[src/common/decode_pkg.sv]
package decode_pkg;

   ////////////////////////////////////////////////////
   // Widths
   ////////////////////////////////////////////////////
   localparam int xlen   = 32;
   localparam int reg_aw = 5;
   localparam int pc_w   = 16;
   localparam int imm_w  = 32;

   ////////////////////////////////////////////////////
   // RV32I major opcodes
   ////////////////////////////////////////////////////
   typedef enum logic [6:0] {
      op_lui    = 7'b0110111,
      op_auipc  = 7'b0010111,
      op_jal    = 7'b1101111,
      op_jalr   = 7'b1100111,
      op_branch = 7'b1100011,
      op_load   = 7'b0000011,
      op_store  = 7'b0100011,
      op_imm    = 7'b0010011,
      op_reg    = 7'b0110011
   } opcode_e;

   // ALU operations for the execute stage
   typedef enum logic [3:0] {
      alu_add  = 4'd0,
      alu_sub  = 4'd1,
      alu_sll  = 4'd2,
      alu_slt  = 4'd3,
      alu_sltu = 4'd4,
      alu_xor  = 4'd5,
      alu_srl  = 4'd6,
      alu_sra  = 4'd7,
      alu_or   = 4'd8,
      alu_and  = 4'd9
   } alu_op_e;

   // Same encoding as funct3 of loads and stores
   typedef enum logic [2:0] {
      mem_b  = 3'b000,
      mem_h  = 3'b001,
      mem_w  = 3'b010,
      mem_bu = 3'b100,
      mem_hu = 3'b101
   } mem_size_e;

   // ADDI x0,x0,0
   localparam logic [31:0] nop_ins = 32'h0000_0013;

endpackage

[src/common/decode_ctrl_if.sv]
`timescale 1ns/100ps

interface decode_ctrl_if;
   import decode_pkg::*;

   alu_op_e             alu_op;
   logic                alu_src;
   logic                mem_read;
   logic                mem_write;
   mem_size_e           mem_size;
   logic                reg_write;
   logic                branch;
   logic                jal;
   logic                jalr;
   logic                lui;
   logic                auipc;
   logic [imm_w-1:0]    imm;
   logic [reg_aw-1:0]   rd;
   logic                illegal;

   // Decoder side
   modport source (
      output alu_op, alu_src, mem_read, mem_write, mem_size, reg_write,
             branch, jal, jalr, lui, auipc, imm, rd, illegal
   );

   // Forwarding, branch and pipeline register side
   modport sink (
      input alu_op, alu_src, mem_read, mem_write, mem_size, reg_write,
            branch, jal, jalr, lui, auipc, imm, rd, illegal
   );

endinterface

[src/decode/branch_resolve.sv]
`timescale 1ns/100ps

module branch_resolve (
   input  logic [decode_pkg::xlen-1:0] rs1_fwd,
   input  logic [decode_pkg::xlen-1:0] rs2_fwd,
   input  logic [decode_pkg::pc_w-1:0] pres_addr,
   input  logic                        hz,
   input  logic                        squash,
   decode_ctrl_if.sink                 ctrl,
   input  logic [2:0]                  funct3,
   output logic                        branch_taken,
   output logic [decode_pkg::pc_w-1:0] branch_target
);
   import decode_pkg::*;

   logic             cond;
   logic [xlen-1:0]  base;
   logic [xlen-1:0]  sum;

   // Branch condition from funct3
   always_comb begin
      case (funct3)
         3'b000:  cond = (rs1_fwd == rs2_fwd);
         3'b001:  cond = (rs1_fwd != rs2_fwd);
         3'b100:  cond = ($signed(rs1_fwd) < $signed(rs2_fwd));
         3'b101:  cond = ($signed(rs1_fwd) >= $signed(rs2_fwd));
         3'b110:  cond = (rs1_fwd < rs2_fwd);
         3'b111:  cond = (rs1_fwd >= rs2_fwd);
         default: cond = 1'b0;
      endcase
   end

   // No redirect on stale operands or from a squashed slot
   assign branch_taken = !hz && !squash &&
                         (ctrl.jal || ctrl.jalr || (ctrl.branch && cond));

   ////////////////////////////////////////////////////
   // Target
   ////////////////////////////////////////////////////
   assign base = ctrl.jalr ? rs1_fwd : xlen'(pres_addr);
   assign sum  = base + ctrl.imm;

   // JALR clears bit 0
   assign branch_target = {sum[pc_w-1:1], sum[0] & ~ctrl.jalr};

endmodule

[src/decode/id_ex_reg.sv]
`timescale 1ns/100ps

module id_ex_reg (
   input  logic                          bus,
   input  logic                          rst_n,
   input  logic                          stall,
   input  logic                          hz,
   input  logic                          branch_taken,
   input  logic [decode_pkg::pc_w-1:0]   pres_addr,
   input  logic [decode_pkg::reg_aw-1:0] rs1_addr,
   input  logic [decode_pkg::reg_aw-1:0] rs2_addr,
   input  logic [decode_pkg::xlen-1:0]   dout_rs1,
   input  logic [decode_pkg::xlen-1:0]   dout_rs2,
   decode_ctrl_if.sink                   ctrl,
   output logic                          squash,
   output decode_pkg::alu_op_e           id_ex_alu_op,
   output logic                          id_ex_alu_src,
   output logic                          id_ex_mem_read,
   output logic                          id_ex_mem_write,
   output decode_pkg::mem_size_e         id_ex_mem_size,
   output logic                          id_ex_reg_write,
   output logic                          id_ex_jal,
   output logic                          id_ex_jalr,
   output logic                          id_ex_lui,
   output logic                          id_ex_auipc,
   output logic                          id_ex_illegal,
   output logic [decode_pkg::imm_w-1:0]  id_ex_imm,
   output logic [decode_pkg::reg_aw-1:0] id_ex_rs1,
   output logic [decode_pkg::reg_aw-1:0] id_ex_rs2,
   output logic [decode_pkg::reg_aw-1:0] id_ex_rd,
   output logic [decode_pkg::xlen-1:0]   id_ex_dout_rs1,
   output logic [decode_pkg::xlen-1:0]   id_ex_dout_rs2,
   output logic [decode_pkg::pc_w-1:0]   id_ex_pres_addr
);
   import decode_pkg::*;

   logic bubble;

   assign bubble = hz || squash;

   always_ff @(posedge bus or negedge rst_n) begin
      if (!rst_n) begin
         squash          <= 1'b0;
         id_ex_alu_op    <= alu_add;
         id_ex_alu_src   <= 1'b0;
         id_ex_mem_read  <= 1'b0;
         id_ex_mem_write <= 1'b0;
         id_ex_mem_size  <= mem_b;
         id_ex_reg_write <= 1'b0;
         id_ex_jal       <= 1'b0;
         id_ex_jalr      <= 1'b0;
         id_ex_lui       <= 1'b0;
         id_ex_auipc     <= 1'b0;
         id_ex_illegal   <= 1'b0;
         id_ex_imm       <= '0;
         id_ex_rs1       <= '0;
         id_ex_rs2       <= '0;
         id_ex_rd        <= '0;
         id_ex_dout_rs1  <= '0;
         id_ex_dout_rs2  <= '0;
         id_ex_pres_addr <= '0;
      end else if (!stall) begin
         // Only the slot right after a redirect is killed
         squash          <= branch_taken;
         id_ex_pres_addr <= pres_addr;
         if (bubble) begin
            // Fields of the NOP, control bits all off
            id_ex_alu_op    <= alu_add;
            id_ex_alu_src   <= 1'b0;
            id_ex_mem_read  <= 1'b0;
            id_ex_mem_write <= 1'b0;
            id_ex_mem_size  <= mem_b;
            id_ex_reg_write <= 1'b0;
            id_ex_jal       <= 1'b0;
            id_ex_jalr      <= 1'b0;
            id_ex_lui       <= 1'b0;
            id_ex_auipc     <= 1'b0;
            id_ex_illegal   <= 1'b0;
            id_ex_imm       <= {{20{nop_ins[31]}}, nop_ins[31:20]};
            id_ex_rs1       <= nop_ins[19:15];
            id_ex_rs2       <= '0;
            id_ex_rd        <= nop_ins[11:7];
            id_ex_dout_rs1  <= '0;
            id_ex_dout_rs2  <= '0;
         end else begin
            id_ex_alu_op    <= ctrl.alu_op;
            id_ex_alu_src   <= ctrl.alu_src;
            id_ex_mem_read  <= ctrl.mem_read;
            id_ex_mem_write <= ctrl.mem_write;
            id_ex_mem_size  <= ctrl.mem_size;
            id_ex_reg_write <= ctrl.reg_write;
            id_ex_jal       <= ctrl.jal;
            id_ex_jalr      <= ctrl.jalr;
            id_ex_lui       <= ctrl.lui;
            id_ex_auipc     <= ctrl.auipc;
            id_ex_illegal   <= ctrl.illegal;
            id_ex_imm       <= ctrl.imm;
            id_ex_rs1       <= rs1_addr;
            id_ex_rs2       <= rs2_addr;
            id_ex_rd        <= ctrl.rd;
            id_ex_dout_rs1  <= dout_rs1;
            id_ex_dout_rs2  <= dout_rs2;
         end
      end
   end

   ////////////////////////////////////////////////////
   // Checks
   ////////////////////////////////////////////////////
   a_bubble_no_write: assert property (@(posedge bus) disable iff (!rst_n)
      !stall && bubble |=> !id_ex_reg_write && !id_ex_mem_write);

   a_stall_hold: assert property (@(posedge bus) disable iff (!rst_n)
      stall |=> $stable({id_ex_alu_op, id_ex_alu_src, id_ex_mem_read, id_ex_mem_write,
                         id_ex_mem_size, id_ex_reg_write, id_ex_jal, id_ex_jalr,
                         id_ex_lui, id_ex_auipc, id_ex_illegal, id_ex_imm, id_ex_rs1,
                         id_ex_rs2, id_ex_rd, id_ex_dout_rs1, id_ex_dout_rs2,
                         id_ex_pres_addr}));

endmodule

[src/decode/instr_control.sv]
`timescale 1ns/100ps

module instr_control (
   input  logic [31:0]          ins,
   decode_ctrl_if.source        ctrl
);
   import decode_pkg::*;

   logic [2:0]       funct3;
   logic             alt;
   logic [imm_w-1:0] i_imm, s_imm, b_imm, u_imm, j_imm;

   assign funct3 = ins[14:12];
   // funct7 bit 5 selects SUB and SRA
   assign alt    = ins[30];

   ////////////////////////////////////////////////////
   // Immediate formats
   ////////////////////////////////////////////////////
   assign i_imm = {{20{ins[31]}}, ins[31:20]};
   assign s_imm = {{20{ins[31]}}, ins[31:25], ins[11:7]};
   assign b_imm = {{19{ins[31]}}, ins[31], ins[7], ins[30:25], ins[11:8], 1'b0};
   assign u_imm = {ins[31:12], 12'b0};
   assign j_imm = {{11{ins[31]}}, ins[31], ins[19:12], ins[20], ins[30:21], 1'b0};

   function automatic alu_op_e alu_decode(input logic [2:0] f3, input logic sub_ok);
      case (f3)
         3'b000:  return sub_ok ? alu_sub : alu_add;
         3'b001:  return alu_sll;
         3'b010:  return alu_slt;
         3'b011:  return alu_sltu;
         3'b100:  return alu_xor;
         3'b101:  return alt ? alu_sra : alu_srl;
         3'b110:  return alu_or;
         default: return alu_and;
      endcase
   endfunction

   ////////////////////////////////////////////////////
   // Control decode
   ////////////////////////////////////////////////////
   always_comb begin
      ctrl.alu_op    = alu_add;
      ctrl.alu_src   = 1'b1;
      ctrl.mem_read  = 1'b0;
      ctrl.mem_write = 1'b0;
      ctrl.mem_size  = mem_w;
      ctrl.reg_write = 1'b1;
      ctrl.branch    = 1'b0;
      ctrl.jal       = 1'b0;
      ctrl.jalr      = 1'b0;
      ctrl.lui       = 1'b0;
      ctrl.auipc     = 1'b0;
      ctrl.imm       = i_imm;
      ctrl.illegal   = 1'b0;
      case (opcode_e'(ins[6:0]))
         op_lui: begin
            ctrl.lui = 1'b1;
            ctrl.imm = u_imm;
         end
         op_auipc: begin
            ctrl.auipc = 1'b1;
            ctrl.imm   = u_imm;
         end
         op_jal: begin
            ctrl.jal = 1'b1;
            ctrl.imm = j_imm;
         end
         op_jalr: ctrl.jalr = 1'b1;
         op_branch: begin
            // Compare happens here in decode and EX only sees a subtract
            ctrl.branch    = 1'b1;
            ctrl.alu_op    = alu_sub;
            ctrl.alu_src   = 1'b0;
            ctrl.reg_write = 1'b0;
            ctrl.imm       = b_imm;
         end
         op_load: begin
            ctrl.mem_read = 1'b1;
            ctrl.mem_size = mem_size_e'(funct3);
         end
         op_store: begin
            ctrl.mem_write = 1'b1;
            ctrl.reg_write = 1'b0;
            ctrl.mem_size  = mem_size_e'(funct3);
            ctrl.imm       = s_imm;
         end
         op_imm: ctrl.alu_op = alu_decode(funct3, 1'b0);
         op_reg: begin
            ctrl.alu_op  = alu_decode(funct3, alt);
            ctrl.alu_src = 1'b0;
         end
         default: begin
            ctrl.illegal   = 1'b1;
            ctrl.alu_src   = 1'b0;
            ctrl.reg_write = 1'b0;
         end
      endcase
   end

   // Stores and branches carry no destination
   assign ctrl.rd = ctrl.reg_write ? ins[11:7] : '0;

endmodule

[src/decode/operand_forward.sv]
`timescale 1ns/100ps

module operand_forward (
   input  logic [decode_pkg::reg_aw-1:0] rs1_addr,
   input  logic [decode_pkg::reg_aw-1:0] rs2_addr,
   input  logic [decode_pkg::xlen-1:0]   dout_rs1,
   input  logic [decode_pkg::xlen-1:0]   dout_rs2,
   input  logic                          ex_mem_regwrite,
   input  logic                          ex_mem_memread,
   input  logic [decode_pkg::reg_aw-1:0] ex_mem_rd,
   input  logic [decode_pkg::xlen-1:0]   ex_mem_alures,
   input  logic                          mem_wb_regwrite,
   input  logic [decode_pkg::reg_aw-1:0] mem_wb_rd,
   input  logic [decode_pkg::xlen-1:0]   wb_res,
   input  logic                          id_ex_memread,
   input  logic                          id_ex_regwrite,
   input  logic [decode_pkg::reg_aw-1:0] id_ex_rd,
   decode_ctrl_if.sink                   ctrl,
   output logic [decode_pkg::xlen-1:0]   rs1_fwd,
   output logic [decode_pkg::xlen-1:0]   rs2_fwd,
   output logic                          hz
);
   import decode_pkg::*;

   logic use_rs1, use_rs2;
   logic compare;

   // Which source registers the instruction really reads
   assign use_rs1 = !(ctrl.lui || ctrl.auipc || ctrl.jal || ctrl.illegal);
   assign use_rs2 = ctrl.mem_write || (!ctrl.alu_src && !ctrl.illegal);
   assign compare = ctrl.branch || ctrl.jalr;

   // Non-zero destination that matches a source in use
   function automatic logic reads_reg(input logic [reg_aw-1:0] rd);
      return (rd != '0) && ((use_rs1 && rd == rs1_addr) || (use_rs2 && rd == rs2_addr));
   endfunction

   // Youngest producer wins, loads in EX/MEM are not ready yet
   function automatic logic [xlen-1:0] fwd_sel(input logic [reg_aw-1:0] rs,
                                               input logic [xlen-1:0]   rf_val);
      if (ex_mem_regwrite && !ex_mem_memread && ex_mem_rd != '0 && ex_mem_rd == rs)
         return ex_mem_alures;
      if (mem_wb_regwrite && mem_wb_rd != '0 && mem_wb_rd == rs)
         return wb_res;
      return rf_val;
   endfunction

   always_comb begin
      rs1_fwd = fwd_sel(rs1_addr, dout_rs1);
      rs2_fwd = fwd_sel(rs2_addr, dout_rs2);
   end

   ////////////////////////////////////////////////////
   // Hazard detection
   ////////////////////////////////////////////////////
   always_comb begin
      hz = 1'b0;
      // Load-use against ID/EX
      if (id_ex_memread && reads_reg(id_ex_rd))
         hz = 1'b1;
      // Compare in decode needs the value before EX produces it
      if (compare && id_ex_regwrite && reads_reg(id_ex_rd))
         hz = 1'b1;
      if (compare && ex_mem_memread && reads_reg(ex_mem_rd))
         hz = 1'b1;
   end

endmodule

[src/decode_stage.sv]
`timescale 1ns/100ps

module decode_stage (
   input  logic                          bus,
   input  logic                          rst_n,
   input  logic [31:0]                   ins,
   input  logic [decode_pkg::pc_w-1:0]   pres_addr,
   input  logic [decode_pkg::xlen-1:0]   dout_rs1,
   input  logic [decode_pkg::xlen-1:0]   dout_rs2,
   input  logic                          ex_mem_regwrite,
   input  logic                          ex_mem_memread,
   input  logic [decode_pkg::reg_aw-1:0] ex_mem_rd,
   input  logic [decode_pkg::xlen-1:0]   ex_mem_alures,
   input  logic                          mem_wb_regwrite,
   input  logic [decode_pkg::reg_aw-1:0] mem_wb_rd,
   input  logic [decode_pkg::xlen-1:0]   wb_res,
   input  logic                          stall,
   output logic [decode_pkg::reg_aw-1:0] rs1_addr,
   output logic [decode_pkg::reg_aw-1:0] rs2_addr,
   output logic                          hz,
   output logic                          branch_taken,
   output logic [decode_pkg::pc_w-1:0]   branch_target,
   output decode_pkg::alu_op_e           id_ex_alu_op,
   output logic                          id_ex_alu_src,
   output logic                          id_ex_mem_read,
   output logic                          id_ex_mem_write,
   output decode_pkg::mem_size_e         id_ex_mem_size,
   output logic                          id_ex_reg_write,
   output logic                          id_ex_jal,
   output logic                          id_ex_jalr,
   output logic                          id_ex_lui,
   output logic                          id_ex_auipc,
   output logic                          id_ex_illegal,
   output logic [decode_pkg::imm_w-1:0]  id_ex_imm,
   output logic [decode_pkg::reg_aw-1:0] id_ex_rs1,
   output logic [decode_pkg::reg_aw-1:0] id_ex_rs2,
   output logic [decode_pkg::reg_aw-1:0] id_ex_rd,
   output logic [decode_pkg::xlen-1:0]   id_ex_dout_rs1,
   output logic [decode_pkg::xlen-1:0]   id_ex_dout_rs2,
   output logic [decode_pkg::pc_w-1:0]   id_ex_pres_addr
);
   import decode_pkg::*;

   logic [xlen-1:0] rs1_fwd, rs2_fwd;
   logic            squash;

   // Register file read addresses
   assign rs1_addr = ins[19:15];
   assign rs2_addr = ins[24:20];

   decode_ctrl_if ctrl ();

   instr_control u_ctrl (.ins(ins), .ctrl(ctrl.source));

   operand_forward u_fwd (
      .rs1_addr(rs1_addr), .rs2_addr(rs2_addr),
      .dout_rs1(dout_rs1), .dout_rs2(dout_rs2),
      .ex_mem_regwrite(ex_mem_regwrite), .ex_mem_memread(ex_mem_memread),
      .ex_mem_rd(ex_mem_rd), .ex_mem_alures(ex_mem_alures),
      .mem_wb_regwrite(mem_wb_regwrite), .mem_wb_rd(mem_wb_rd), .wb_res(wb_res),
      .id_ex_memread(id_ex_mem_read), .id_ex_regwrite(id_ex_reg_write),
      .id_ex_rd(id_ex_rd), .ctrl(ctrl.sink),
      .rs1_fwd(rs1_fwd), .rs2_fwd(rs2_fwd), .hz(hz)
   );

   branch_resolve u_br (
      .rs1_fwd(rs1_fwd), .rs2_fwd(rs2_fwd), .pres_addr(pres_addr),
      .hz(hz), .squash(squash), .ctrl(ctrl.sink), .funct3(ins[14:12]),
      .branch_taken(branch_taken), .branch_target(branch_target)
   );

   id_ex_reg u_id_ex (
      .bus(bus), .rst_n(rst_n), .stall(stall), .hz(hz), .branch_taken(branch_taken),
      .pres_addr(pres_addr), .rs1_addr(rs1_addr), .rs2_addr(rs2_addr),
      .dout_rs1(dout_rs1), .dout_rs2(dout_rs2), .ctrl(ctrl.sink), .squash(squash),
      .id_ex_alu_op(id_ex_alu_op), .id_ex_alu_src(id_ex_alu_src),
      .id_ex_mem_read(id_ex_mem_read), .id_ex_mem_write(id_ex_mem_write),
      .id_ex_mem_size(id_ex_mem_size), .id_ex_reg_write(id_ex_reg_write),
      .id_ex_jal(id_ex_jal), .id_ex_jalr(id_ex_jalr), .id_ex_lui(id_ex_lui),
      .id_ex_auipc(id_ex_auipc), .id_ex_illegal(id_ex_illegal), .id_ex_imm(id_ex_imm),
      .id_ex_rs1(id_ex_rs1), .id_ex_rs2(id_ex_rs2), .id_ex_rd(id_ex_rd),
      .id_ex_dout_rs1(id_ex_dout_rs1), .id_ex_dout_rs2(id_ex_dout_rs2),
      .id_ex_pres_addr(id_ex_pres_addr)
   );

endmodule

[config.mk]
export PLATFORM = sky130hd
export DESIGN_NAME = decode_stage
export DESIGN_NICKNAME = d
export VERILOG_FILES = /design/src/common/decode_pkg.sv /design/src/common/decode_ctrl_if.sv /design/src/decode/branch_resolve.sv /design/src/decode/id_ex_reg.sv /design/src/decode/instr_control.sv /design/src/decode/operand_forward.sv /design/src/decode_stage.sv
export SDC_FILE = /design/constraint.sdc
export NUM_CORES = 1
export LEC_CHECK = 0
export BUFFER_PORTS_ARGS = -buffer_cell sky130_fd_sc_hd__buf_2
export CAP_MARGIN = 25
export CORE_ASPECT_RATIO = 0.75
export CORE_MARGIN = 8
export CORE_UTILIZATION = 38
export CTS_CLUSTER_SIZE = 20
export DETAILED_ROUTE_END_ITERATION = 8
export HOLD_SLACK_MARGIN = 0.08
export SYNTH_ARGS = -nofsm -noshare
export SYNTH_HDL_FRONTEND = slang
export SYNTH_SLANG_ARGS = --single-unit
[constraint.sdc]
create_clock -name bus -period 19.1 [get_ports bus]
set_clock_uncertainty 0.15 [all_clocks]
set_input_delay 3.82 -clock bus [delete_from_list [all_inputs] [get_ports bus]]
set_output_delay 3.82 -clock bus [all_outputs]
set_load 0.02 [all_outputs]
==> results.rst, run 1 <==
.. list-table::
   :header-rows: 1

   * - Metric
     - Value
   * - Commonest cells in the netlist
     - nand2_1 (262), dfrtp_1 (144), o21ai_0 (139)
   * - Total CTS buffers
     - 17
   * - All-Layer GR Usage
     - 23.67%
   * - Final weighted congestion in routability-driven placement
     - 0.9040
   * - Pin count of the biggest net entering global routing
     - 171
   * - Max Fclk
     - 81.06 MHz
   * - Number of cells produced by synthesis
     - 1,142
   * - Via-per-instance ratio
     - 5.232
   * - Floorplan die area
     - 0.03065 mm2
   * - CTS tree
     - done
   * - Syn Std Cell Area
     - 0.009598 mm2
   * - Clock tree root buffer cell
     - clkbuf_16
   * - Hold Path Class
     - register to register
   * - Kind of capture point of the worst setup path
     - output pin
   * - Share of the yosys chip area belonging to registers
     - 37.54%
   * - Highest cell delay on the worst timing path
     - 530 ps
   * - Quantity of I/O buffers inserted on ports
     - 362
   * - Net count, final
     - 1,677
   * - Element type at the critical path start
     - input port
   * - RSZ-0062 raised after global routing
     - no
   * - Synth warnings
     - 0
   * - CP Data Arrival Time
     - 8370 ps
   * - Vias in the first global route
     - 9,464
   * - Nets in the synthesized netlist
     - 1,382
   * - Post-CTS Setup Bufs
     - 0
   * - Share of flip-flops with an asynchronous set or reset after synthesis
     - 100.0%
   * - Avg Inst Size Synth
     - 8.405 um2
   * - Clock insertion delay at the later pin of the skew report
     - 430 ps
   * - Total negative slack
     - 0 ps
   * - HPWL after detailed placement
     - 28,260 um
   * - Maximum count of clock buffers along a single path
     - 2
   * - Worst slew margin relative to its limit
     - 32.14%
   * - Post-detailed-routing wire length
     - 36,900 um
   * - Reported max-cap violation count
     - 0
   * - Final Setup Violations
     - 0
   * - Total power after layout
     - 0.9646 mW
   * - Starting density of the core
     - 38.55%
   * - Cell total after placement
     - 1,756
   * - LEAKAGE
     - 5.873 nW
   * - Die outline height
     - 153.6 um
   * - CP cell instances
     - buf_2 -> or4_1 -> o21ai_1 -> nor4_4 -> buf_4 -> mux2i_1 -> o21ai_0 -> ha_1 -> nand3_1 -> nor4_1 -> a21boi_0 -> o31ai_1 -> nand4_1 -> mux2i_1 -> a221oi_1 -> a22o_1 -> buf_2
   * - Remaining DRCs
     - 0
   * - Placed cell areas
     - 0.01151 mm2
   * - Clk pin slew, worst setup/hold paths
     - 60 ps
   * - Share of post-route cells with drive strength above 1
     - 30.69%
   * - Buffers and inverters on the worst path
     - 3
   * - Count of nets left with antenna violations after detail routing
     - 0
   * - Main flop type after synthesis
     - dfrtp_1
   * - Post-layout minimum cycle time
     - 12,340 ps
   * - Grt total ovfl
     - 0
   * - Global-route wire length before repair
     - 56,190 um
   * - Number of cells upsized or downsized after cts
     - 0
   * - Synthesized flop and latch total
     - 144
   * - Share of the cycle needed by the critical path after routing
     - 64.59%
   * - Top cell type's share of synthesized area
     - 37.54%
   * - EDFF count, synth
     - 0
   * - Number of buffers inserted by hold repair at cts
     - 0
   * - Number of I/O pins
     - 363
   * - Total count of hold-check failures in the final report
     - 0
   * - Power density cells
     - 79.27 mW/mm2
   * - Violation count after the first detailed-routing iteration
     - 675
   * - Core outline area
     - 0.02490 mm2
   * - Pre-antenna DRT Iters
     - 5
   * - Result of the run
     - finished clean
   * - Transition time at the pin with the least slew margin
     - 1018 ps
   * - Finished Layout Cells
     - 1,795
   * - CP max-delay cell
     - nor4_1
   * - Area leader, netlist
     - dfrtp_1
   * - Number of different library cells in the post-synthesis netlist
     - 59
   * - H-tree level count
     - 4
   * - Cell types with the largest area share after synthesis
     - dfrtp_1 (38%), nand2_1 (10%), o21ai_0 (7.2%)
   * - Peak supply drop
     - 0.05737 mV
   * - Total via count in the routed design
     - 9,392
   * - Worst-case hold slack
     - 325.4 ps
   * - Final design instance area without fill
     - 0.01217 mm2
   * - Top delay family on crit path
     - compound AO/OA/AOI/OAI gates
   * - Most repeated cell in the gate-level netlist after synthesis
     - nand2_1
   * - Standard-cell row count
     - 50
   * - Peak fanout along the critical path
     - 32
   * - Area delta synth->final
     - 26.78%
   * - Sinks on the clock net
     - 144
   * - Worst Path Required
     - 15,130 ps
   * - Number of max-slew violations in the final report
     - 0
   * - Die boundary width
     - 199.5 um
   * - DR WL/cell
     - 20.56 um
   * - Path type of the worst setup path
     - input port to output pin
   * - Initial antenna violation count
     - 8
-- where the power goes --
part / internal, mW / total [mW] / switching, mW / leakage (nW)
Combinational: 0.0874 / 0.244 / 0.156 / 3.78
Clock: 0.231 / 0.377 / 0.145 / 0.313
Sequential: 0.330 / 0.344 / 0.0139 / 1.78
Total: 0.649 / 0.965 / 0.315 / 5.87
-- stage by stage --
stage / setup WS (ps) / util (%)
after floorplan: 7546 / -
after global placement: 6791 / 46.22
after detailed placement: 6711 / 46.22
after CTS: 6691 / 48.80
after global routing: 6485 / 48.85
final: 6764 / 48.87
-- cell families (layout without fill, tap and decap cells) --
| logic type | after synthesis | count (layout) | synth area share (%) |
|---|---|---|---|
| XOR/XNOR | 42 | 42 | 3.833 |
| AND/OR/NAND/NOR | 407 | 407 | 18.51 |
| multiplexers | 97 | 97 | 10.51 |
| other | 0 | 7 | 0 |
| buffers and inverters | 104 | 412 | 4.849 |
| flip-flops | 144 | 144 | 37.54 |
| adder cells (fa/ha/maj) | 48 | 48 | 6.336 |
| AO/OA/AOI/OAI | 300 | 300 | 18.42 |
-- sequential cells by signal, summed over array words and instances (netlist names) --
register and flops:
u_id_ex.id_ex_alu_op 4, u_id_ex.id_ex_mem_write 1, u_id_ex.id_ex_rs1 5, u_id_ex.id_ex_jalr 1, u_id_ex.id_ex_imm 32, u_id_ex.id_ex_pres_addr 16, u_id_ex.id_ex_lui 1, u_id_ex.id_ex_dout_rs2 32
u_id_ex.id_ex_reg_write 1, u_id_ex.id_ex_jal 1, u_id_ex.id_ex_rd 5, u_id_ex.id_ex_mem_read 1, u_id_ex.id_ex_dout_rs1 32, u_id_ex.squash 1, u_id_ex.id_ex_rs2 5, u_id_ex.id_ex_illegal 1
u_id_ex.id_ex_alu_src 1, u_id_ex.id_ex_mem_size 3, u_id_ex.id_ex_auipc 1
-- cell type report --
cell class | count | area [um2]
diodes | 7 | 17.52
clock buffers | 17 | 425.4
clock inverters | 15 | 216.5
fillers | 2479 | 12730
inverters | 9 | 33.78
multi-input cells | 894 | 5554
flip-flops and latches | 144 | 3603
well taps | 338 | 422.9
repair buffers | 371 | 1894
-- worst reg2reg max path, cell delays in order (launching register included) --
cell,delay [ps]
dfrtp_1,450
xnor2_1,220
nand3_1,90
or4_1,550
a211o_1,330
a21oi_4,180
or2_1,150
buf_4,370
nor3_2,170
a22o_1,240
-- placed cells by master (no fill, tap or decap), types with 11 or more instances in the layout --
master	instances
xnor2_1	28
xor2_1	14
and2_1	11
nand3_1	18
dfrtp_1	144
a21oi_1	78
o31ai_1	24
nor2_1	53
mux2i_1	67
buf_2	360
clkbuf_16	17
o21ai_0	139
a22o_1	14
ha_1	47
nand2_1	262
mux2_2	30
-- metal layers --
layer	share of wire [%]	GRT usage, %	vias up
li1	-	-	4584
met1	45	31.86	4421
met2	44	35.28	340
met3	9.0	7.634	43
met4	2.1	7.972	4
met5	0.070	0	-
-- final timing paths --
path / from / to / slack (ps) / cells past startpoint
setup reg to reg: u_id_ex.id_ex_rd[4] / u_id_ex.id_ex_rd[1] / 16090 / 9
min in group asynchronous: rst_n / u_id_ex.id_ex_pres_addr[2] / 3330 / 1
max in group asynchronous: rst_n / u_id_ex.id_ex_dout_rs1[23] / 14130 / 2
setup / recovery: mem_wb_rd[0] / branch_taken / 6760 / 17
hold / removal: u_id_ex.id_ex_imm[29] / u_id_ex.id_ex_imm[29] / 330 / 2
hold reg to reg: u_id_ex.id_ex_imm[29] / u_id_ex.id_ex_imm[29] / 330 / 2
Power figures use the tool's default switching activity.
==> inputs of run 2 (changes only) <==
- ABC_AREA: default -> 1
- clock period: 19.1 -> 12.78 ns (I/O delays scaled with it)
==> run 2 against run 1 <==
Cell count is 13% higher. Area after synthesis is 0.66% higher. Global-route usage is 0.48 points higher. Die area is 0.60% higher. Clock-buffer cell count is 2 higher. Critical path type unchanged. Largest power group unchanged.
==> results.rst, run 2 <==
.. list-table::
   :header-rows: 1

   * - Metric
     - Value
   * - Result of the run
     - finished clean
   * - Power density cells
     - 116.8 mW/mm2 (+47%)
   * - Clock tree root buffer cell
     - clkbuf_16
   * - Peak fanout along the critical path
     - 65 (+100%)
   * - RSZ-0062 raised after global routing
     - no
   * - Most repeated cell in the gate-level netlist after synthesis
     - nand2_1
   * - Total count of hold-check failures in the final report
     - 0 (unchanged)
   * - Violation count after the first detailed-routing iteration
     - 690 (+2.2%)
   * - Synth warnings
     - 0 (unchanged)
   * - Maximum count of clock buffers along a single path
     - 2 (unchanged)
   * - Global-route wire length before repair
     - 58,880 um (+4.8%)
   * - Highest cell delay on the worst timing path
     - 500 ps (-30 ps)
   * - Fraction of power consumed by the clock network
     - 38.5% (-0.5 points)
   * - Commonest cells in the netlist
     - nand2_1 (416), o21ai_0 (182), dfrtp_1 (144)
   * - Core outline area
     - 0.02496 mm2 (+0.25%)
   * - Synthesized flop and latch total
     - 144 (unchanged)
   * - Main flop type after synthesis
     - dfrtp_1
   * - Launching element of the worst setup path
     - ins[15]
   * - Total power after layout
     - 1.436 mW (+49%)
   * - Combined area of the multi-input logic cells
     - 0.005154 mm2 (-7.2%)
   * - Relative contribution of combinational cells to total power
     - 25.6% (+0.3 points)
   * - Net count, final
     - 1,905 (+14%)
   * - Clk pin slew, worst setup/hold paths
     - 60 ps (about the same)
   * - Nets in the synthesized netlist
     - 1,588 (+15%)
   * - Number of cells produced by synthesis
     - 1,348 (+18%)
   * - Transition time at the pin with the least slew margin
     - 895.4 ps (-122.4 ps)
   * - Switching fraction of total power
     - 33.74% (+1.1 points)
   * - Starting density of the core
     - 38.71% (+0.16 points)
   * - Number of different library cells in the post-synthesis netlist
     - 45 (-24%)
   * - Pre-antenna DRT Iters
     - 5 (unchanged)
   * - Floorplan die area
     - 0.03084 mm2 (+0.60%)
   * - Area leader, netlist
     - dfrtp_1
   * - CTS tree
     - done
   * - Share of the yosys chip area belonging to registers
     - 37.30% (-0.25 points)
   * - Cell types with the largest area share after synthesis
     - dfrtp_1 (37%), nand2_1 (16%), o21ai_0 (9.4%)
   * - H-tree level count
     - 4 (unchanged)
   * - Via-per-instance ratio
     - 5.038 (-3.7%)
   * - Clock insertion delay at the later pin of the skew report
     - 440 ps (about the same)
   * - Number of cells upsized or downsized after cts
     - 0 (unchanged)
   * - Top Registers
     - u_id_ex.id_ex_dout_rs1 x32, u_id_ex.id_ex_dout_rs2 x32, u_id_ex.id_ex_imm x32
   * - Commonest cells after routing, fill and taps aside
     - nand2_1 (413), buf_2 (360), o21ai_0 (182)
   * - Vias in the first global route
     - 10,150 (+7.3%)
   * - Total via count in the routed design
     - 10,180 (+8.4%)
   * - Final Setup Violations
     - 0 (unchanged)
   * - Remaining DRCs
     - 0 (unchanged)
   * - Final weighted congestion in routability-driven placement
     - 0.8929 (-1.2%)
   * - Max Fclk
     - 106.0 MHz
   * - Count of nets left with antenna violations after detail routing
     - 0 (unchanged)
   * - Reg power frac
     - 35.9% (+0.2 points)
   * - Total negative slack
     - 0 ps (unchanged)
   * - Pin count of the biggest net entering global routing
     - 102 (-40%)
   * - Most prevalent standard cell on the critical path
     - o21ai_0
   * - Initial antenna violation count
     - 6 (-2)
   * - Element type at the critical path start
     - input port
   * - Share of the cycle needed by the critical path after routing
     - 73.83%
   * - Register cell area after layout
     - 0.003603 mm2 (unchanged)
   * - Post-layout minimum cycle time
     - 9436 ps
   * - Total CTS buffers
     - 17 (unchanged)
   * - Share of flip-flops with an asynchronous set or reset after synthesis
     - 100.0% (unchanged)
   * - Buffers and inverters on the worst path
     - 5 (+2)
   * - Avg Inst Size Synth
     - 7.167 um2 (-15%)
   * - Peak supply drop
     - 0.09079 mV (+58%)
   * - Number of buffers inserted by hold repair at cts
     - 0 (unchanged)
   * - Die boundary width
     - 200.1 um (+0.30%)
   * - Sinks on the clock net
     - 144 (unchanged)
   * - CP max-delay cell
     - nor4_1
   * - Reported max-cap violation count
     - 0 (unchanged)
   * - LEAKAGE
     - 6.692 nW (+14%)
   * - Layout fillers
     - 2,649 (+6.9%)
   * - HPWL after detailed placement
     - 30,010 um (+6.2%)
   * - Standard-cell row count
     - 50 (unchanged)
   * - CP cell instances
     - buf_2 -> inv_1 -> o22ai_1 -> nor4_1 -> nand2_2 -> buf_4 -> nand3_1 -> o21ai_0 -> o21ai_0 -> ha_1 -> inv_1 -> fa_1 -> o21ai_0 -> a21o_1 -> a21oi_1 -> o21ai_0 -> a21boi_0 -> o21ai_0 -> xor2_1 -> buf_2
   * - Number of max-slew violations in the final report
     - 0 (unchanged)
   * - Most common library cell in the layout ignoring fill and taps
     - nand2_1
   * - EDFF count, synth
     - 0 (unchanged)
   * - Post-detailed-routing wire length
     - 38,140 um (+3.4%)
   * - Share of post-route cells with drive strength above 1
     - 28.38% (-2.3 points)
   * - DR WL/cell
     - 18.87 um (-8.2%)
   * - CP Data Arrival Time
     - 6730 ps (-1640 ps)
   * - Origin of the critical flop-to-flop path
     - u_id_ex.id_ex_rd[0]
   * - Switch Pwr
     - 0.4843 mW (+54%)
   * - Syn Std Cell Area
     - 0.009662 mm2 (+0.66%)
   * - All-Layer GR Usage
     - 24.15% (+0.48 points)
   * - Area delta synth->final
     - 27.20%
   * - Grt total ovfl
     - 0 (unchanged)
   * - Kind of capture point of the worst setup path
     - output pin
   * - Worst slew margin relative to its limit
     - 39.67% (+7.5 points)
   * - Quantity of I/O buffers inserted on ports
     - 362 (unchanged)
   * - Top delay family on crit path
     - compound AO/OA/AOI/OAI gates
   * - Worst Path Required
     - 10,070 ps (-5060 ps)
   * - Post-CTS Setup Bufs
     - 0 (unchanged)
   * - Die outline height
     - 154.1 um (+0.30%)
   * - Min-Delay Startpoint
     - u_id_ex.id_ex_dout_rs1[8]
   * - Number of I/O pins
     - 363 (unchanged)
   * - Total internal power
     - 0.9513 mW (+47%)
   * - Top cell type's share of synthesized area
     - 37.30% (-0.25 points)
   * - Path type of the worst setup path
     - input port to output pin
   * - Hold Path Class
     - register to register
==> run 2: cell types whose count changed after synthesis, sizes merged, moves of 23 or more <==
cell	change
clkbuf	-24
inv	+136
mux2	-30
mux2i	-67
nand2	+162
nand3	+23
nor2	+30
o21ai	+83
o31ai	-23
==> run 2: worst paths after layout <==
| path | end | slack [ps] | depth (start not counted) |
|---|---|---|---|
| max | branch_target[12] | 3340 | 20 |
| min | u_id_ex.id_ex_dout_rs1[8] | 330 | 2 |
| max reg2reg | u_id_ex.id_ex_mem_size[0] | 9840 | 14 |
| min reg2reg | u_id_ex.id_ex_dout_rs1[8] | 330 | 2 |
| max in group asynchronous | u_id_ex.id_ex_dout_rs1[25] | 9170 | 2 |
| min in group asynchronous | u_id_ex.id_ex_imm[8] | 2010 | 1 |
==> run 2: routing by layer <==
layer	GRT usage, %	routed length, um
met5	0	27
met4	5.565	459
met3	6.760	3000
met2	36.25	16610
met1	33.91	18040
==> run 2: area by class of cell <==
class	count	area share, %
sequential	144	29.32
clock buffer	19	3.604
multi-input combinational	987	41.94
timing repair buffer	370	15.66
antenna	6	0.1222
clock inverter	12	1.486
tap	338	3.441
inverter	145	4.429
==> run 2: cell families after synthesis <==
logic type | share of synthesized area, %
adders and majority gates | 6.294
and+or+nand+nor | 24.54
AOI/OAI and AO/OA | 19.98
xor gates and xnor gates | 2.448
buffers and inverters | 9.440
DFF | 37.30
==> run 2: tightest hold or removal path: cells and delay by family, from the launching register on <==
kind | cells | cell delay (ps)
AO/OA/AOI/OAI | 1 | 60
flip-flops | 1 | 340
AND/OR/NAND/NOR | 1 | 40
==> run 2: power by group through the flow <==
stage	Combinational, mW	Sequential, mW	Clock (mW)
after floorplan	0.168	0.569	0
final	0.368	0.516	0.552
after detailed placement	0.369	0.523	0
after global routing	0.407	0.520	0.575
after CTS	0.371	0.515	0.562
after global placement	0.366	0.523	0
==> run 2: stage by stage <==
stage | hold WS (ps) | utilization, % | instance area [um2] | std cells | worst slack (ps)
finish | 325.7 | 49.23 | 12290 | 2021 | 3344
floorplan | 318.4 | - | 9662 | 1348 | 4357
CTS | 328.2 | 49.06 | 12250 | 2014 | 3326
detailed placement | 310.1 | 46.56 | 11620 | 1983 | 3338
global placement | 307.4 | 46.45 | 11590 | 1982 | 3412
global route | 344.9 | 49.20 | 12280 | 2018 | 2852
